<file path="src/hw/cpu_config.svh">
`ifndef CPU_CONFIG_SVH
`define CPU_CONFIG_SVH

// data, address and instruction width
`define CPU_WORD 16

`define CPU_NREGS 4

// first instruction fetched after reset
`define CPU_RESET_PC 0

`endif

</file>
<file path="src/hw/cpuPkg.sv">
package cpuPkg;

    typedef enum logic [3:0] {
        OP_BNE   = 4'd0,
        OP_BEQ   = 4'd1,
        OP_BGZ   = 4'd2,
        OP_BLZ   = 4'd3,
        OP_ADI   = 4'd4,
        OP_ORI   = 4'd5,
        OP_LHI   = 4'd6,
        OP_LWD   = 4'd7,
        OP_SWD   = 4'd8,
        OP_JMP   = 4'd9,
        OP_JAL   = 4'd10,
        OP_RTYPE = 4'd15
    } opcodeT;

    typedef enum logic [5:0] {
        FN_ADD = 6'd0,
        FN_SUB = 6'd1,
        FN_AND = 6'd2,
        FN_ORR = 6'd3,
        FN_NOT = 6'd4,
        FN_TCP = 6'd5,
        FN_SHL = 6'd6,
        FN_SHR = 6'd7,
        FN_JPR = 6'd25,
        FN_WWD = 6'd28,
        FN_HLT = 6'd29
    } funcT;

    typedef enum logic [3:0] {
        ALU_ADD, ALU_SUB, ALU_AND, ALU_OR, ALU_NOT, ALU_TCP, ALU_SHL, ALU_SHR,
        ALU_LHI, // immediate moved to the upper byte
        ALU_BNE, ALU_BEQ, ALU_BGZ, ALU_BLZ
    } aluOpT;

    typedef enum logic [1:0] {PC_SEQ, PC_BRANCH, PC_JUMP, PC_REG} pcSelT;

    typedef enum logic [1:0] {WB_ALU, WB_MEM, WB_PC1} wbSelT;

    typedef struct packed {
        opcodeT     opcode;
        logic [1:0] rs;
        logic [1:0] rt;
        logic [1:0] rd;
        funcT       func;
    } rFormT;

    typedef struct packed {
        opcodeT     opcode;
        logic [1:0] rs;
        logic [1:0] rt;
        logic [7:0] imm8; // {rs, rt, imm8} doubles as the jump target
    } iFormT;

    typedef union packed {
        rFormT rForm;
        iFormT iForm;
    } instrT;

endpackage

</file>
<file path="src/hw/alu.sv">
`timescale 1ns/1ps
`include "cpu_config.svh"

module alu (
    input  logic [`CPU_WORD-1:0] a,
    input  logic [`CPU_WORD-1:0] b,
    input  cpuPkg::aluOpT        aluOp,
    output logic [`CPU_WORD-1:0] result,
    output logic                 takeBranch
);
    logic aIsZero;
    logic aIsNeg;

    assign aIsZero = (a == '0);
    assign aIsNeg  = a[`CPU_WORD-1];

    always_comb begin
        result = a - b; // also the compare value for branches
        case (aluOp)
            cpuPkg::ALU_ADD: result = a + b;
            cpuPkg::ALU_SUB: result = a - b;
            cpuPkg::ALU_AND: result = a & b;
            cpuPkg::ALU_OR:  result = a | b;
            cpuPkg::ALU_NOT: result = ~a;
            cpuPkg::ALU_TCP: result = ~a + 1'b1;
            cpuPkg::ALU_SHL: result = {a[`CPU_WORD-2:0], 1'b0};
            cpuPkg::ALU_SHR: result = {a[`CPU_WORD-1], a[`CPU_WORD-1:1]}; // arithmetic
            cpuPkg::ALU_LHI: result = {b[7:0], 8'h00};
            default: ;
        endcase
    end

    always_comb begin
        case (aluOp)
            cpuPkg::ALU_BNE: takeBranch = (a != b);
            cpuPkg::ALU_BEQ: takeBranch = (a == b);
            cpuPkg::ALU_BGZ: takeBranch = !aIsNeg && !aIsZero;
            cpuPkg::ALU_BLZ: takeBranch = aIsNeg;
            default:         takeBranch = 1'b0;
        endcase
    end

endmodule

</file>
<file path="src/hw/controlUnit.sv">
`timescale 1ns/1ps
`include "cpu_config.svh"

module controlUnit (
    input  logic                 clk,
    input  logic                 rst,
    input  cpuPkg::instrT        instr,
    input  logic [`CPU_WORD-1:0] rsData,
    input  logic                 takeBranch,
    output logic                 regWrite,
    output cpuPkg::wbSelT        writeSel,
    output logic [1:0]           destReg,
    output cpuPkg::aluOpT        aluOp,
    output logic                 aluSrcImm,
    output logic                 immSigned,
    output cpuPkg::pcSelT        pcSel,
    output logic                 pcHold,
    output logic                 memRead,
    output logic                 memWrite,
    output logic [`CPU_WORD-1:0] outputPort,
    output logic [`CPU_WORD-1:0] numInst,
    output logic                 halted
);
    logic wantWrite; // decoded register write, before the halt gate
    logic wantStore;
    logic isWwd;
    logic isHlt;

    always_comb begin
        wantWrite = 1'b0;
        wantStore = 1'b0;
        writeSel  = cpuPkg::WB_ALU;
        destReg   = instr.iForm.rt; // I-type default
        aluOp     = cpuPkg::ALU_ADD;
        aluSrcImm = 1'b1;
        immSigned = 1'b1;
        pcSel     = cpuPkg::PC_SEQ;
        memRead   = 1'b0;
        isWwd     = 1'b0;
        isHlt     = 1'b0;
        case (instr.rForm.opcode)
            cpuPkg::OP_ADI: wantWrite = 1'b1;
            cpuPkg::OP_ORI: begin
                wantWrite = 1'b1;
                aluOp     = cpuPkg::ALU_OR;
                immSigned = 1'b0; // zero extended
            end
            cpuPkg::OP_LHI: begin
                wantWrite = 1'b1;
                aluOp     = cpuPkg::ALU_LHI;
            end
            cpuPkg::OP_LWD: begin
                wantWrite = 1'b1;
                writeSel  = cpuPkg::WB_MEM;
                memRead   = 1'b1;
            end
            cpuPkg::OP_SWD: wantStore = 1'b1; // address is rs + imm
            cpuPkg::OP_BNE, cpuPkg::OP_BEQ, cpuPkg::OP_BGZ, cpuPkg::OP_BLZ: begin
                aluSrcImm = 1'b0;
                pcSel     = takeBranch ? cpuPkg::PC_BRANCH : cpuPkg::PC_SEQ;
                case (instr.rForm.opcode)
                    cpuPkg::OP_BNE: aluOp = cpuPkg::ALU_BNE;
                    cpuPkg::OP_BEQ: aluOp = cpuPkg::ALU_BEQ;
                    cpuPkg::OP_BGZ: aluOp = cpuPkg::ALU_BGZ;
                    default:        aluOp = cpuPkg::ALU_BLZ;
                endcase
            end
            cpuPkg::OP_JMP: pcSel = cpuPkg::PC_JUMP;
            cpuPkg::OP_JAL: begin
                pcSel     = cpuPkg::PC_JUMP;
                wantWrite = 1'b1;
                writeSel  = cpuPkg::WB_PC1;
                destReg   = 2'd2; // link register
            end
            cpuPkg::OP_RTYPE: begin
                destReg   = instr.rForm.rd;
                aluSrcImm = 1'b0;
                case (instr.rForm.func)
                    cpuPkg::FN_ADD: begin wantWrite = 1'b1; aluOp = cpuPkg::ALU_ADD; end
                    cpuPkg::FN_SUB: begin wantWrite = 1'b1; aluOp = cpuPkg::ALU_SUB; end
                    cpuPkg::FN_AND: begin wantWrite = 1'b1; aluOp = cpuPkg::ALU_AND; end
                    cpuPkg::FN_ORR: begin wantWrite = 1'b1; aluOp = cpuPkg::ALU_OR; end
                    cpuPkg::FN_NOT: begin wantWrite = 1'b1; aluOp = cpuPkg::ALU_NOT; end
                    cpuPkg::FN_TCP: begin wantWrite = 1'b1; aluOp = cpuPkg::ALU_TCP; end
                    cpuPkg::FN_SHL: begin wantWrite = 1'b1; aluOp = cpuPkg::ALU_SHL; end
                    cpuPkg::FN_SHR: begin wantWrite = 1'b1; aluOp = cpuPkg::ALU_SHR; end
                    cpuPkg::FN_JPR: pcSel = cpuPkg::PC_REG;
                    cpuPkg::FN_WWD: isWwd = 1'b1;
                    cpuPkg::FN_HLT: isHlt = 1'b1;
                    default: ; // unknown function retires as a no-op
                endcase
            end
            default: ; // unused opcodes
        endcase
    end

    assign regWrite = wantWrite && !halted;
    assign memWrite = wantStore && !halted;
    assign pcHold   = halted;

    always_ff @(posedge clk) begin
        if (rst) begin
            halted     <= 1'b0;
            numInst    <= '0;
            outputPort <= '0;
        end else if (!halted) begin
            numInst <= numInst + 1'b1; // HLT itself is counted
            if (isWwd)
                outputPort <= rsData;
            if (isHlt)
                halted <= 1'b1;
        end
    end

endmodule

</file>
<file path="src/hw/cpuCore.sv">
`timescale 1ns/1ps
`include "cpu_config.svh"

module cpuCore (
    input  logic                 clk,
    input  logic                 rst,
    output logic [`CPU_WORD-1:0] instrAddr,
    input  logic [`CPU_WORD-1:0] instr,
    output logic [`CPU_WORD-1:0] dataAddr,
    output logic [`CPU_WORD-1:0] writeData,
    input  logic [`CPU_WORD-1:0] readData,
    output logic                 memRead,
    output logic                 memWrite,
    output logic [`CPU_WORD-1:0] outputPort,
    output logic [`CPU_WORD-1:0] numInst,
    output logic                 halted
);
    cpuPkg::instrT        instrWord;
    cpuPkg::wbSelT        writeSel;
    cpuPkg::aluOpT        aluOp;
    cpuPkg::pcSelT        pcSel;
    logic                 regWrite;
    logic [1:0]           destReg;
    logic                 aluSrcImm;
    logic                 immSigned;
    logic                 pcHold;
    logic                 takeBranch;
    logic [`CPU_WORD-1:0] pc;
    logic [`CPU_WORD-1:0] pcPlusOne;
    logic [`CPU_WORD-1:0] imm;
    logic [`CPU_WORD-1:0] rsData;
    logic [`CPU_WORD-1:0] rtData;
    logic [`CPU_WORD-1:0] aluB;
    logic [`CPU_WORD-1:0] aluResult;
    logic [`CPU_WORD-1:0] writeValue;

    assign instrWord = instr;
    assign instrAddr = pc;
    assign dataAddr  = aluResult; // rs + imm for LWD and SWD
    assign writeData = rtData;
    assign aluB      = aluSrcImm ? imm : rtData;

    assign writeValue = (writeSel == cpuPkg::WB_MEM) ? readData :
                        (writeSel == cpuPkg::WB_PC1) ? pcPlusOne : aluResult;

    controlUnit i_controlUnit (
        .clk(clk), .rst(rst), .instr(instrWord), .rsData(rsData), .takeBranch(takeBranch),
        .regWrite(regWrite), .writeSel(writeSel), .destReg(destReg), .aluOp(aluOp),
        .aluSrcImm(aluSrcImm), .immSigned(immSigned), .pcSel(pcSel), .pcHold(pcHold),
        .memRead(memRead), .memWrite(memWrite), .outputPort(outputPort),
        .numInst(numInst), .halted(halted)
    );

    pcUnit i_pcUnit (
        .clk(clk), .rst(rst), .instr(instrWord), .immSigned(immSigned), .pcSel(pcSel),
        .pcHold(pcHold), .takeBranch(takeBranch), .rsData(rsData), .pc(pc),
        .pcPlusOne(pcPlusOne), .imm(imm)
    );

    regFile i_regFile (
        .clk(clk), .rst(rst), .rs(instrWord.rForm.rs), .rt(instrWord.rForm.rt),
        .destReg(destReg), .writeEn(regWrite), .writeValue(writeValue),
        .rsData(rsData), .rtData(rtData)
    );

    alu i_alu (
        .a(rsData), .b(aluB), .aluOp(aluOp), .result(aluResult), .takeBranch(takeBranch)
    );

endmodule

</file>
<file path="src/hw/pcUnit.sv">
`timescale 1ns/1ps
`include "cpu_config.svh"

module pcUnit (
    input  logic                 clk,
    input  logic                 rst,
    input  cpuPkg::instrT        instr,
    input  logic                 immSigned,
    input  cpuPkg::pcSelT        pcSel,
    input  logic                 pcHold,
    input  logic                 takeBranch,
    input  logic [`CPU_WORD-1:0] rsData,
    output logic [`CPU_WORD-1:0] pc,
    output logic [`CPU_WORD-1:0] pcPlusOne,
    output logic [`CPU_WORD-1:0] imm
);
    logic [`CPU_WORD-1:0] branchTarget;
    logic [`CPU_WORD-1:0] jumpTarget;
    logic [`CPU_WORD-1:0] nextPc;

    assign imm = immSigned ? {{(`CPU_WORD-8){instr.iForm.imm8[7]}}, instr.iForm.imm8}
                           : {{(`CPU_WORD-8){1'b0}}, instr.iForm.imm8};

    assign pcPlusOne    = pc + 1'b1;
    assign branchTarget = pcPlusOne + imm; // branches decode with immSigned set
    // upper bits of pc+1 followed by the 12-bit target field
    assign jumpTarget   = {pcPlusOne[`CPU_WORD-1:12], instr.iForm.rs, instr.iForm.rt,
                           instr.iForm.imm8};

    always_comb begin
        case (pcSel)
            cpuPkg::PC_BRANCH: nextPc = takeBranch ? branchTarget : pcPlusOne;
            cpuPkg::PC_JUMP:   nextPc = jumpTarget;
            cpuPkg::PC_REG:    nextPc = rsData; // JPR
            default:           nextPc = pcPlusOne;
        endcase
    end

    always_ff @(posedge clk) begin
        if (rst) begin
            pc <= `CPU_WORD'(`CPU_RESET_PC);
        end else if (!pcHold) begin
            pc <= nextPc;
        end
    end

endmodule

</file>
<file path="src/hw/regFile.sv">
`timescale 1ns/1ps
`include "cpu_config.svh"

module regFile (
    input  logic                         clk,
    input  logic                         rst,
    input  logic [$clog2(`CPU_NREGS)-1:0] rs,
    input  logic [$clog2(`CPU_NREGS)-1:0] rt,
    input  logic [$clog2(`CPU_NREGS)-1:0] destReg,
    input  logic                         writeEn,
    input  logic [`CPU_WORD-1:0]         writeValue,
    output logic [`CPU_WORD-1:0]         rsData,
    output logic [`CPU_WORD-1:0]         rtData
);
    logic [`CPU_WORD-1:0] regs [`CPU_NREGS];

    // reads see the value before this cycle's write
    assign rsData = regs[rs];
    assign rtData = regs[rt];

    always_ff @(posedge clk) begin
        if (rst) begin
            for (int i = 0; i < `CPU_NREGS; i++) begin
                regs[i] <= '0;
            end
        end else if (writeEn) begin
            regs[destReg] <= writeValue;
        end
    end

endmodule

</file>
<file path="config.mk">
export PLATFORM = sky130hd
export DESIGN_NAME = cpuCore
export DESIGN_NICKNAME = d
export VERILOG_FILES = /design/src/hw/cpuPkg.sv /design/src/hw/alu.sv /design/src/hw/controlUnit.sv /design/src/hw/cpuCore.sv /design/src/hw/pcUnit.sv /design/src/hw/regFile.sv
export VERILOG_INCLUDE_DIRS = /design/src /design/src/hw
export SDC_FILE = /design/constraint.sdc
export NUM_CORES = 1
export LEC_CHECK = 0
export BUFFER_PORTS_ARGS = -buffer_cell sky130_fd_sc_hd__buf_2
export CORE_MARGIN = 2
export CORE_UTILIZATION = 43
export DETAILED_ROUTE_END_ITERATION = 8
export PLACE_DENSITY = 0.69
export REMOVE_ABC_BUFFERS = 1
export SLEW_MARGIN = 20
export SYNTH_ARGS = -nofsm -noshare
export SYNTH_HDL_FRONTEND = slang
export SYNTH_SLANG_ARGS = --single-unit
</file>
<file path="constraint.sdc">
create_clock -name clk -period 4.84 [get_ports clk]
set_input_delay 0.726 -clock clk [delete_from_list [all_inputs] [get_ports clk]]
set_output_delay 0.726 -clock clk [all_outputs]
set_load 0.03 [all_outputs]
</file>
-- Yosys cells after proc, flatten, opt, wreduce, memory -nomap -nowiden
Memories as Yosys holds them, arrays and structs flattened.
Index checks and enable logic that the tools add are counted.
W data, S select, Z words.
- $add $sub $neg: 6
- equality and inequality tests: 39
- multiplexer cells: 34
- bitwise gates (word level): 4
- reductions and logical operators: 17
- operators with widths (cell ; number):
    $pmux W16 S8 ; 1
    $mux W16 ; 6
    $add A16 B1 Y16 const B ; 3
    $pmux W16 S3 ; 1
    $eq A4 B4 Y1 const B ; 9
    $add A16 B16 Y16 ; 2
    $eq A4 B3 Y1 const B ; 8
    $eq A6 B3 Y1 const B ; 4
    $pmux W3 S7 ; 1
    $eq A6 B5 Y1 const B ; 3
    $and A16 B16 Y16 ; 1
    $eq A16 B16 Y1 ; 1
    $eq A4 B2 Y1 const B ; 4
    $logic_not A16 Y1 ; 1
    $mux W1 ; 16
    $ne A16 B16 Y1 ; 1
    $not A16 Y16 ; 1
    $or A16 B16 Y16 ; 1
    $pmux W4 S4 ; 1
    $reduce_or A16 Y1 ; 1
    $sub A16 B16 Y16 ; 1
    $eq A6 B2 Y1 const B ; 2
    $reduce_or A5 Y1 ; 2
    $pmux W3 S3 ; 1
    other kinds (18) ; 28
- register bits after elaboration: 49
- RAM bits: 64
- input port bits: 34
- memories: 1
- memories (memory ; depth ; bits a word ; rd ports ; clocked after memory_dff ; write ports ; RTL line ; source):
    i_regFile.regs ; 4 ; 16 ; 2 ; 0 ; 4 ; regFile.sv:15 ; logic [`CPU_WORD-1:0] regs [`CPU_NREGS];

-- Logic depth before layout (Yosys ltp)
Gate-level depths: netlist of run 1.
- depth after elaboration: 10
- depth in mapped cells: 18
- mapped depth without buffers: 15

-- Hierarchy
Synthesis of run 1 repeated with hierarchy kept, for this count alone.
- cells, all modules: 1238
- area total of the unflattened synthesis: 11227.0 µm²
- by module, submodules not included (module ; times used ; cells each ; area each (µm²)):
    regFile ; 1 ; 183 ; 3231.8
    alu ; 1 ; 466 ; 3098.0
    pcUnit ; 1 ; 313 ; 2344.7
    controlUnit ; 1 ; 204 ; 1745.4
    cpuCore ; 1 ; 72 ; 807.0

-- Least setup slack after synthesis of run 1
Ideal clock, no wire load.
- kind: in2out
- start: in instr[8]
- end: out dataAddr[14]
- data arrival time: 4.458 ns
- data required time: 4.114 ns
- slack: -0.344 ns
- stages on the path: 13
- path through: buf_2 buf_1 mux4_2 a21o_1 ha_1 clkbuf_1 or3_1 nor2_1 o211ai_1 a311oi_1 or3_1 a21oi_1 or3_1
- longest elaborated chain between the ends: 4
- ends and longest elaborated chain (what ; RTL line ; source):
    start, declared ; cpuCore.sv:8 ; input logic [`CPU_WORD-1:0] instr,
    $mem_v2 Z4 W16 * ; - ;
    via writeData[10] ; cpuCore.sv:10 ; output logic [`CPU_WORD-1:0] writeData,
    $mux W16 * ; cpuCore.sv:41 ; assign aluB = aluSrcImm ? imm : rtData;
    $sub A16 B16 Y16 or $add A16 B16 Y16 (tied branches) ; alu.sv:18, alu.sv:21, alu.sv:20 ;
    $pmux W16 S8 * ; alu.sv:19 ; case (aluOp)
    end, declared ; cpuCore.sv:9 ; output logic [`CPU_WORD-1:0] dataAddr,
Mark *: on every way through the listed nets, which the timed path passes. The rest lies on a longest branch.

-- Worst setup path in the final report of run 1
- start: in instr[8]
- end: out dataAddr[13]
- longest elaborated chain between the ends: 4
- ends and longest elaborated chain (what ; RTL line):
    $mem_v2 Z4 W16 * ; -
    $mux W16 * ; cpuCore.sv:41
    $sub A16 B16 Y16 (tied with other cells) ; alu.sv:18, alu.sv:21
    $pmux W16 S8 * ; alu.sv:19
Mark *: on every way between the ends. The rest lies on a longest branch, timed or not.

==> results of run 1 <==
## Yosys cell counts, types with 11 or more instances
master	n	area, sq um
nor2_1	104	390.4
nand2_1	94	352.8
a21oi_1	88	440.4
inv_1	77	289.0
ha_1	65	813.3
edfxtp_1	64	1922
o21ai_0	54	270.3
nand3_1	50	250.2
dfxtp_1	49	980.9
nor3_1	49	245.2
clkbuf_1	45	168.9
mux4_2	32	720.7
xnor2_1	29	254.0
a31oi_1	23	143.9
buf_2	23	115.1
a211oi_1	21	157.7
a221oi_1	20	175.2
or3_1	19	118.9
xor2_1	19	166.4
a21o_1	16	120.1
and3_1	16	100.1
mux2i_1	15	150.1
nand2b_1	15	93.84
nand4_1	15	93.84
o21a_1	14	105.1
nor2b_1	13	81.33
o22ai_1	11	68.82
o32ai_1	11	96.34
## cell families (layout without fill, tap and decap cells)
logic type               after synthesis  count (layout)  synth area share (%)
flip-flops                           113             113                 27.76
XOR/XNOR                              48              48                 4.021
multiplexers                          48              48                 8.473
other                                  0               1                     0
AND/OR/NAND/NOR                      426             426                 20.58
AO/OA/AOI/OAI                        366             366                 24.38
adder cells (fa/ha/maj)               68              68                 8.353
buffers and inverters                159             380                 6.426
## cell usage in the layout, fill, tap and decap left out, types with 15 or more instances in the layout
cell       netlist  routed
a211oi_1        21      20
buf_2           23     112
or3_1           19      19
a21o_1          16      16
xor2_1          19      19
mux4_2          32      32
nor2_1         104     102
dfxtp_1         49      49
nand2_1         94      94
a221oi_1        20      19
a31oi_1         23      21
a21oi_1         88      86
ha_1            65      62
inv_1           77      76
edfxtp_1        64      64
and3_1          16      16
xnor2_1         29      29
nand3_1         50      50
nor3_1          49      49
clkbuf_16        0      18
nand2b_1        15      15
buf_4            4     148
nand4_1         15      15
o21ai_0         54      51
## flip-flops by register name (all words and copies together) (netlist names)
signal	cells
i_regFile.regs	64
i_controlUnit.numInst	16
i_controlUnit.outputPort	16
i_pcUnit.pc	16
i_controlUnit.halted	1
## what timing repair did
action                     in CTS  in global routing
pin swaps                       2                  7
resized for setup              10                 35
setup endpoints to repair       9                 10
setup buffers                   1                  1
## report_power, final
group          internal, W  switching, W  total, W  leakage [nW]
sequential         0.00106     0.0000350   0.00110          1.06
combinational     0.000655       0.00103   0.00169          4.08
clock             0.000743      0.000502   0.00125         0.292
total              0.00246       0.00157   0.00403          5.44
## stage by stage
| stage | std cells | cell area, sq um | hold slack (ns) |
|---|---|---|---|
| 2_1_floorplan | 1149 | 10080 | 0.5743 |
| 3_3_place_gp | 1739 | 12220 | 0.4381 |
| 3_5_place_dp | 1739 | 12220 | 0.4431 |
| 4_1_cts | 1772 | 12830 | 0.4500 |
| 5_1_grt | 1774 | 12980 | 0.4726 |
| 6_report | 1774 | 12980 | 0.4502 |
## how the worst max path moves through the flow
stage | slack, ns | endpoint | cells after the start | start
after floorplan | 0.06 | dataAddr[14] | 11 | instr[15]
after global placement | -0.06 | dataAddr[15] | 17 | instr[14]
after detailed placement | -0.12 | dataAddr[13] | 13 | instr[8]
final | 0.08 | dataAddr[13] | 14 | instr[8]
after CTS | 0.02 | dataAddr[14] | 14 | instr[8]
after global routing | -0.02 | dataAddr[15] | 17 | instr[13]
## worst reg2reg max path, stage by stage (launching register included)
cell and delay [ns]:
edfxtp_1 0.40, mux4_2 0.54, mux2i_4 0.21, inv_2 0.08, ha_2 0.21, inv_1 0.08, fa_1 0.22, nor2b_2 0.06
o31ai_1 0.34, a211oi_2 0.16, o31ai_1 0.28, buf_4 0.16, mux2i_1 0.20, a41oi_2 0.21, buf_4 0.21, a221oi_1 0.27
buf_4 0.18, nor2_1 0.05
## final cells by class
class | count | area [sq um]
diodes | 1 | 2.502
clock buffers | 18 | 450.4
clock inverters | 14 | 125.1
fillers | 2289 | 11130
inverters | 80 | 300.3
multi-input cells | 956 | 7002
flip-flops and latches | 113 | 2903
well taps | 324 | 405.4
repair buffers | 268 | 1788
## metal layers
metal,up-vias,global-route usage (%),wire length [um]
met5,-,0,0
met4,0,14.37,2211
met3,160,5.532,4184
met2,790,46.89,17580
met1,5307,41.83,16190
li1,5046,-,-
==> results.yml, run 1 <==
run:
  cap_violations: 0
floorplanning:
  initial_utilization_pct: 43.37
  fp.dieW_um: 159.9
  io_pins: 117
  die-area_sq_mm: 0.02558
  die_h_um: 159.9
  core.rowCount: 57
  core_sq_mm: 0.02411
power_and_ir_drop:
  leakage_nw: 5.436
  max-vdd-ir-drop_mv: 0.1905
  total_power_w: 0.004034
  pwr_density_cell_mw_per_mm2: 310.9
timing:
  setup-violations-final: 0
  hold_viol: 0
  setup_tns_ns: 0
  skew_ns: 0.01399
  period_minus_slack_ns: 4.755
  min_period_over_period_pct: 98.25
  tightest_slew_ns: 0.9242
  fin_ws_ns: 0.08480
  drv_slew: 0
  slew-limit-headroom_pct: 38.05
  fmax_mhz: 210.3
setup_path:
  cpMostUsedCell: "mux2i_1"
  worst-path-max-fanout: 5
  worst-r2r-cell-count: 17
  crit_buf_inv: 4
  path_cells: "buf_6 -> mux4_2 -> mux2i_1 -> buf_4 -> inv_1 -> ha_1 -> a211oi_1 -> o21ai_1 -> a211o_1 -> a41oi_2 -> mux2i_1 -> o2111ai_1 -> or2_2 -> buf_2"
  reg2reg_from: "i_regFile.regs[2][0]$_SDFFCE_PN0P_"
  critPathRequiredTime_ns: 4.11
  reg2reg_to: "i_regFile.regs[2][12]$_SDFFCE_PN0P_"
  critPathKind: "in -> out"
  critPathMaxStageDelay_ns: 0.56
  cp-start-kind: "input pin"
  reg2reg_slack_ns: 0.72
  crit_arrival_ns: 4.03
  cp_top_family: "compound AO/OA/AOI/OAI gates"
  end_kind: "primary output"
  critPathSlowestCell: "mux4_2"
synth:
  netlist_instances: 1228
  synth_warnings: 0
  syn_area_per_cell_sq_um: 8.514
  syn-cell-area_sq_mm: 0.01046
  synthArstFlopShare_pct: 0
  ys.flop_type: "edfxtp_1"
  seq_area_frac_synth_pct: 27.76
  yosysUniqueCellTypes: 91
  ys_ff_latch: 113
  synth_edf_count: 64
layout:
  nNetsFinal: 1538
  syn2layout_area_growth_pct: 24.11
  final_core_util_pct: 53.83
  drive_gt1_share_pct: 27.40
clock_network:
  tritoncts: "built"
  cts_buffer_depth: 2
  clkTransAtPathRegs_ns: 0.06
  numCtsBuffers: 17
  clockRootBuffer: "clkbuf_16"
  postCtsHoldBufs: 0
  clock_latency_ns: 0.42
  cts_num_sinks: 113
  htreeDepth: 4
hold_path:
  holdPathStages: 2
  hold_path.class: "reg -> reg"
  whs_endpoint: "i_controlUnit.outputPort[13]$_SDFFE_PP0P_"
  worstHoldStart: "i_controlUnit.outputPort[13]$_SDFFE_PP0P_"
global_routing:
  antenna_found_initial: 1
  grt_overflow_total: 0
  grt_use_total_pct: 30.54
  grt_first_pass_wirelength_mm: 60.86
  grt_pass1_vias: 10590
  grt_max_degree: 39
route:
  drt-initial-drc-count: 1338
  ant_nets: 0
  wl_mm: 40.17
  vias_per_cell: 6.371
  wl_per_cell_um: 22.64
  drc: 0
  vias: 11300
  first_pass_iters: 6
run_status:
  status: "completed"
place:
  numPortBuffers: 116
  gp_congestion: 1.009
  dp_hpwl_mm: 30.69
  pre_cts_ws_ns: -0.1205
(Power assumes the default switching activity.)
==> run 2: changes to the inputs <==
--- a/config.mk
+++ b/config.mk
@@ -10,7 +10,7 @@
 export CORE_MARGIN = 2
 export CORE_UTILIZATION = 43
 export DETAILED_ROUTE_END_ITERATION = 8
-export PLACE_DENSITY = 0.69
+export PLACE_DENSITY = 0.67
 export REMOVE_ABC_BUFFERS = 1
 export SLEW_MARGIN = 20
 export SYNTH_ARGS = -nofsm -noshare
==> constraint.sdc (replaced) <==
create_clock -name clk -period 5.08 [get_ports clk]
set_input_delay 0.508 -clock clk [delete_from_list [all_inputs] [get_ports clk]]
set_output_delay 0.508 -clock clk [all_outputs]
set_load 0.03 [all_outputs]
==> run 2 against run 1 <==
Against the previous run:
- critical path depth unchanged
- worst setup slack improved by 0.17 ns
- critical path type unchanged
- first-iteration DRC count grew 4.0%
- largest cell class unchanged
- global-route usage shrank 0.37 points
- wire length shrank 1.5%
- critical endpoint is now dataAddr[14]
- largest power group unchanged
- via count decreased by 4.7%
- clock power shrank 6%
==> results.yml, run 2 (synthesis results as in run 1) <==
layout:
  final_core_util_pct: 50.01
  final_cell_mix: "buf_2 (116), nor2_1 (103), nand2_1 (94)"
  drive_gt1_share_pct: 20.47
  fillers: 2378
  syn2layout_area_growth_pct: 15.31
  seqCellArea_sq_mm: 0.002903
  final_common_cell: "buf_2"
  antenna_cells: 0
  largest_reg_flops: 64
  nNetsFinal: 1437
  multi_input_area_sq_mm: 0.006899
  top_register: "i_regFile.regs"
place:
  dp_hpwl_mm: 29.08
  numPortBuffers: 116
  gp_congestion: 0.9992
run_status:
  status: "completed"
timing:
  min_period_over_period_pct: 95.07
  period_minus_slack_ns: 4.830
  skew_ns: 0.01123
  grt_setup_unrepaired: "no"
  slew-limit-headroom_pct: 32.52
  tightest_slew_ns: 1.011
  drv_slew: 0
  fmax_mhz: 207.1
  setup-violations-final: 0
  setup_tns_ns: 0
  hold_viol: 0
power_and_ir_drop:
  pwr_density_cell_mw_per_mm2: 301.5
  leakage_nw: 4.917
  power.share.switching_pct: 39.81
  switching_power_w: 0.001447
  p_clk_share_pct: 32.1
  power_frac_comb_pct: 39.1
  max-vdd-ir-drop_mv: 0.1921
  power_frac_seq_pct: 28.8
  total_power_w: 0.003634
  p_int_w: 0.002188
setup_path:
  worst-path-max-fanout: 14
  end_kind: "primary output"
  cp-start-kind: "input pin"
  critPathRequiredTime_ns: 4.57
  critPathKind: "in -> out"
  crit_arrival_ns: 4.32
clock_network:
  htreeDepth: 4
  clockRootBuffer: "clkbuf_16"
  tritoncts: "built"
  postCtsSetupBuffers: 0
  numCtsBuffers: 17
  clkTransAtPathRegs_ns: 0.05
  cts_num_sinks: 113
  postCtsHoldBufs: 0
  cts_buffer_depth: 2
  clock_latency_ns: 0.42
  cts-resized-gates: 0
floorplanning:
  core_sq_mm: 0.02411
  die-area_sq_mm: 0.02558
  io_pins: 117
  core.rowCount: 57
  initial_utilization_pct: 43.37
  die_h_um: 159.9
  fp.dieW_um: 159.9
run:
  cap_violations: 0
global_routing:
  grt_max_degree: 39
  antenna_found_initial: 0
  grt_pass1_vias: 10030
  grt_overflow_total: 0
  grt_first_pass_wirelength_mm: 59.48
  grt_use_total_pct: 30.17
route:
  vias_per_cell: 6.440
  ant_nets: 0
  wl_mm: 39.57
  drt-initial-drc-count: 1392
  drc: 0
  first_pass_iters: 6
  wl_per_cell_um: 23.67
  vias: 10770
hold_path:
  hold_path.class: "reg -> reg"
-- run 2: layout make-up --
cell class	count	share of cell area, %
inverter	80	2.491
timing repair buffer	167	8.095
sequential	113	24.08
clock inverter	13	0.7992
clock buffer	19	3.944
multi-input combinational	956	57.23
tap	324	3.363
-- run 2: final timing paths --
check,startpoint,endpoint,slack (ns),cells past startpoint
max reg2reg,i_regFile.regs[3][3]$_DFFE_PP_,i_regFile.regs[3][13]$_DFFE_PP_,0.75,12
max,instr[8],dataAddr[14],0.25,14
min reg2reg,i_controlUnit.outputPort[15]$_SDFFE_PP0P_,i_controlUnit.outputPort[15]$_SDFFE_PP0P_,0.45,2
min,i_controlUnit.outputPort[15]$_SDFFE_PP0P_,i_controlUnit.outputPort[15]$_SDFFE_PP0P_,0.45,2
-- run 2: power groups by stage --
stage | clock [W] | combinational (W) | sequential [W]
2_1_floorplan | 0 | 0.000878 | 0.00108
3_3_place_gp | 0 | 0.00136 | 0.00106
3_5_place_dp | 0 | 0.00137 | 0.00106
4_1_cts | 0.00118 | 0.00138 | 0.00105
5_1_grt | 0.00121 | 0.00151 | 0.00105
6_report | 0.00117 | 0.00142 | 0.00105
-- run 2: through the flow --
step	cell area, sq um	hold WS, ns	cells	setup WS (ns)
2_1_floorplan	10080	0.5743	1149	0.6431
3_3_place_gp	11460	0.4380	1640	0.2532
3_5_place_dp	11460	0.4435	1640	0.2364
4_1_cts	12040	0.4518	1672	0.2153
5_1_grt	12060	0.4697	1672	0.06539
6_report	12060	0.4485	1672	0.2503
-- run 2: critical path, cell delays in order --
cell	delay [ns]
buf_2	0.21
buf_4	0.33
mux4_2	0.58
a21o_1	0.24
inv_1	0.10
ha_1	0.25
or3_1	0.44
nor2_1	0.23
o211ai_1	0.23
a311oi_1	0.41
or3_1	0.17
a21oi_1	0.07
or3_1	0.35
buf_2	0.18
-- run 2: routing by layer --
layer | routed length (um) | global-route usage (%)
met1 | 16040 | 41.09
met2 | 16900 | 44.90
met3 | 4214 | 6.442
met4 | 2420 | 16.18
met5 | 0 | 0
==> run 3: changes to the inputs <==
--- a/config.mk
+++ b/config.mk
@@ -10,7 +10,7 @@
 export CORE_MARGIN = 2
 export CORE_UTILIZATION = 43
 export DETAILED_ROUTE_END_ITERATION = 8
-export PLACE_DENSITY = 0.67
+export GPL_ROUTABILITY_DRIVEN = 1
 export REMOVE_ABC_BUFFERS = 1
 export SLEW_MARGIN = 20
 export SYNTH_ARGS = -nofsm -noshare
==> run 3 against run 2 <==
Against the previous run:
- maximum frequency is 1.0% lower
- combinational power hardly changed
- total power is 1.1% higher
- critical path type is now reg -> out
- largest cell class unchanged
- highest routed layer is now met5
==> results.yml, run 3 (synthesis results as in run 1) <==
setup_path:
  critPathKind: "reg -> out"
  worst-path-max-fanout: 7
  reg2reg_slack_ns: 0.60
  critPathRequiredTime_ns: 4.57
  end_kind: "primary output"
  cp-start-kind: "flip-flop"
  reg2reg_from: "i_regFile.regs[2][0]$_SDFFCE_PN0P_"
  worst-r2r-cell-count: 14
  crit_arrival_ns: 4.37
  reg2reg_to: "i_regFile.regs[2][12]$_SDFFCE_PN0P_"
layout:
  nNetsFinal: 1437
  top_register: "i_regFile.regs"
  fin_cells: 1672
  final_area_sq_mm: 0.01205
  final_cell_mix: "buf_2 (116), nor2_1 (103), nand2_1 (94)"
  fillers: 2424
  antenna_cells: 0
  drive_gt1_share_pct: 20.25
  largest_reg_flops: 64
  syn2layout_area_growth_pct: 15.23
  final_common_cell: "buf_2"
floorplanning:
  die-area_sq_mm: 0.02558
  fp.dieW_um: 159.9
  core_sq_mm: 0.02411
  core.rowCount: 57
  die_h_um: 159.9
  initial_utilization_pct: 43.37
  io_pins: 117
route:
  wl_per_cell_um: 23.70
  vias: 10530
  ant_nets: 0
  vias_per_cell: 6.300
  first_pass_iters: 6
  drt-initial-drc-count: 1313
  wl_mm: 39.63
  drc: 0
timing:
  slew-limit-headroom_pct: 26.74
  fmax_mhz: 204.9
  setup-violations-final: 0
  skew_ns: 0.01004
  hold_viol: 0
  tightest_slew_ns: 1.092
  grt_setup_unrepaired: "no"
  period_minus_slack_ns: 4.881
  drv_slew: 0
  min_period_over_period_pct: 96.08
  setup_tns_ns: 0
run_status:
  status: "completed"
place:
  gp_congestion: 0.9916
  dpl.cell_count: 1640
  dp_hpwl_mm: 30.20
  numPortBuffers: 116
  place_area_sq_mm: 0.01145
run:
  cap_violations: 0
power_and_ir_drop:
  p_clk_share_pct: 32.9
  total_power_w: 0.003673
  pwr_density_cell_mw_per_mm2: 304.9
  leakage_nw: 4.902
  p_int_w: 0.002226
  power_frac_seq_pct: 28.5
  power.share.switching_pct: 39.39
  switching_power_w: 0.001447
  power_frac_comb_pct: 38.6
  max-vdd-ir-drop_mv: 0.1715
global_routing:
  antenna_found_initial: 1
  grt_first_pass_wirelength_mm: 59.96
  grt_max_degree: 39
  grt_overflow_total: 0
  grt_use_total_pct: 30.52
  grt_pass1_vias: 9843
clock_network:
  cts_buffer_depth: 2
  cts_num_sinks: 113
  htreeDepth: 4
  clock_latency_ns: 0.42
  clockRootBuffer: "clkbuf_16"
  postCtsSetupBuffers: 0
  clkTransAtPathRegs_ns: 0.06
  postCtsHoldBufs: 0
  tritoncts: "built"
  cts-resized-gates: 0
  numCtsBuffers: 17
hold_path:
  worstHoldStart: "i_controlUnit.outputPort[7]$_SDFFE_PP0P_"
  hold_path.class: "reg -> reg"
  holdPathStages: 2
  whs_endpoint: "i_controlUnit.outputPort[7]$_SDFFE_PP0P_"
-- run 3: changes by cell type in the layout (fill, tap and decap cells not counted), sizes merged --
cell      before  now
clkbuf        19   17
bufinv         0    2
clkinvlp       0    3
clkinv         9    7
inv           84   83
-- run 3: layout make-up --
class / count / area, sq um / area share (%)
repair buffers: 167 / 963.4 / 7.997
flip-flops and latches: 113 / 2903 / 24.09
well taps: 324 / 405.4 / 3.365
multi-input cells: 956 / 6893 / 57.21
clock inverters: 15 / 157.7 / 1.309
inverters: 80 / 300.3 / 2.492
clock buffers: 17 / 425.4 / 3.531
-- run 3: how the worst max path moves through the flow --
stage	startpoint	to	slack (ns)	depth (start not counted)
floorplan	instr[15]	i_regFile.regs[0][12]$_SDFFCE_PN0P_	0.64	14
finish	i_regFile.regs[2][2]$_SDFFCE_PN0P_	dataAddr[13]	0.20	12
global route	i_regFile.regs[1][2]$_SDFFCE_PN0P_	dataAddr[9]	0.02	11
global placement	instr[8]	dataAddr[9]	0.21	12
CTS	instr[8]	dataAddr[9]	0.16	12
detailed placement	instr[8]	dataAddr[9]	0.17	12
-- run 3: stage by stage --
step | util [%] | hold WS (ns) | worst slack (ns)
2_1_floorplan | - | 0.5743 | 0.6431
6_report | 49.98 | 0.4456 | 0.1994
4_1_cts | 49.93 | 0.4457 | 0.1600
3_5_place_dp | 47.51 | 0.4430 | 0.1717
5_1_grt | 49.98 | 0.4691 | 0.02107
3_3_place_gp | 47.51 | 0.4386 | 0.2118
-- run 3: critical path: stages (launching register included) --
cell       delay (ns)
edfxtp_1         0.41
mux4_2           0.57
mux2i_1          0.43
inv_1            0.09
ha_1             0.29
a211oi_1         0.36
o21ai_0          0.29
a211o_1          0.40
a41oi_1          0.27
mux2i_1          0.21
o2111ai_1        0.15
or2_2            0.31
buf_2            0.18
-- run 3: power by group through the flow --
stage          clock, W  combinational (W)  sequential (W)
2_1_floorplan         0           0.000878         0.00108
3_3_place_gp          0            0.00137         0.00106
3_5_place_dp          0            0.00137         0.00107
4_1_cts         0.00122            0.00138         0.00105
5_1_grt         0.00127            0.00151         0.00105
6_report        0.00121            0.00142         0.00105
-- run 3: routing by layer --
metal | routed length (um) | up-vias | GRT usage (%) | share of wire, %
met5 | 13 | - | 0 | 0.033
li1 | - | 4836 | - | -
met1 | 16480 | 5012 | 42.16 | 42
met2 | 17860 | 580 | 47.21 | 45
met3 | 3701 | 103 | 5.403 | 9.3
met4 | 1573 | 2 | 12.98 | 4.0
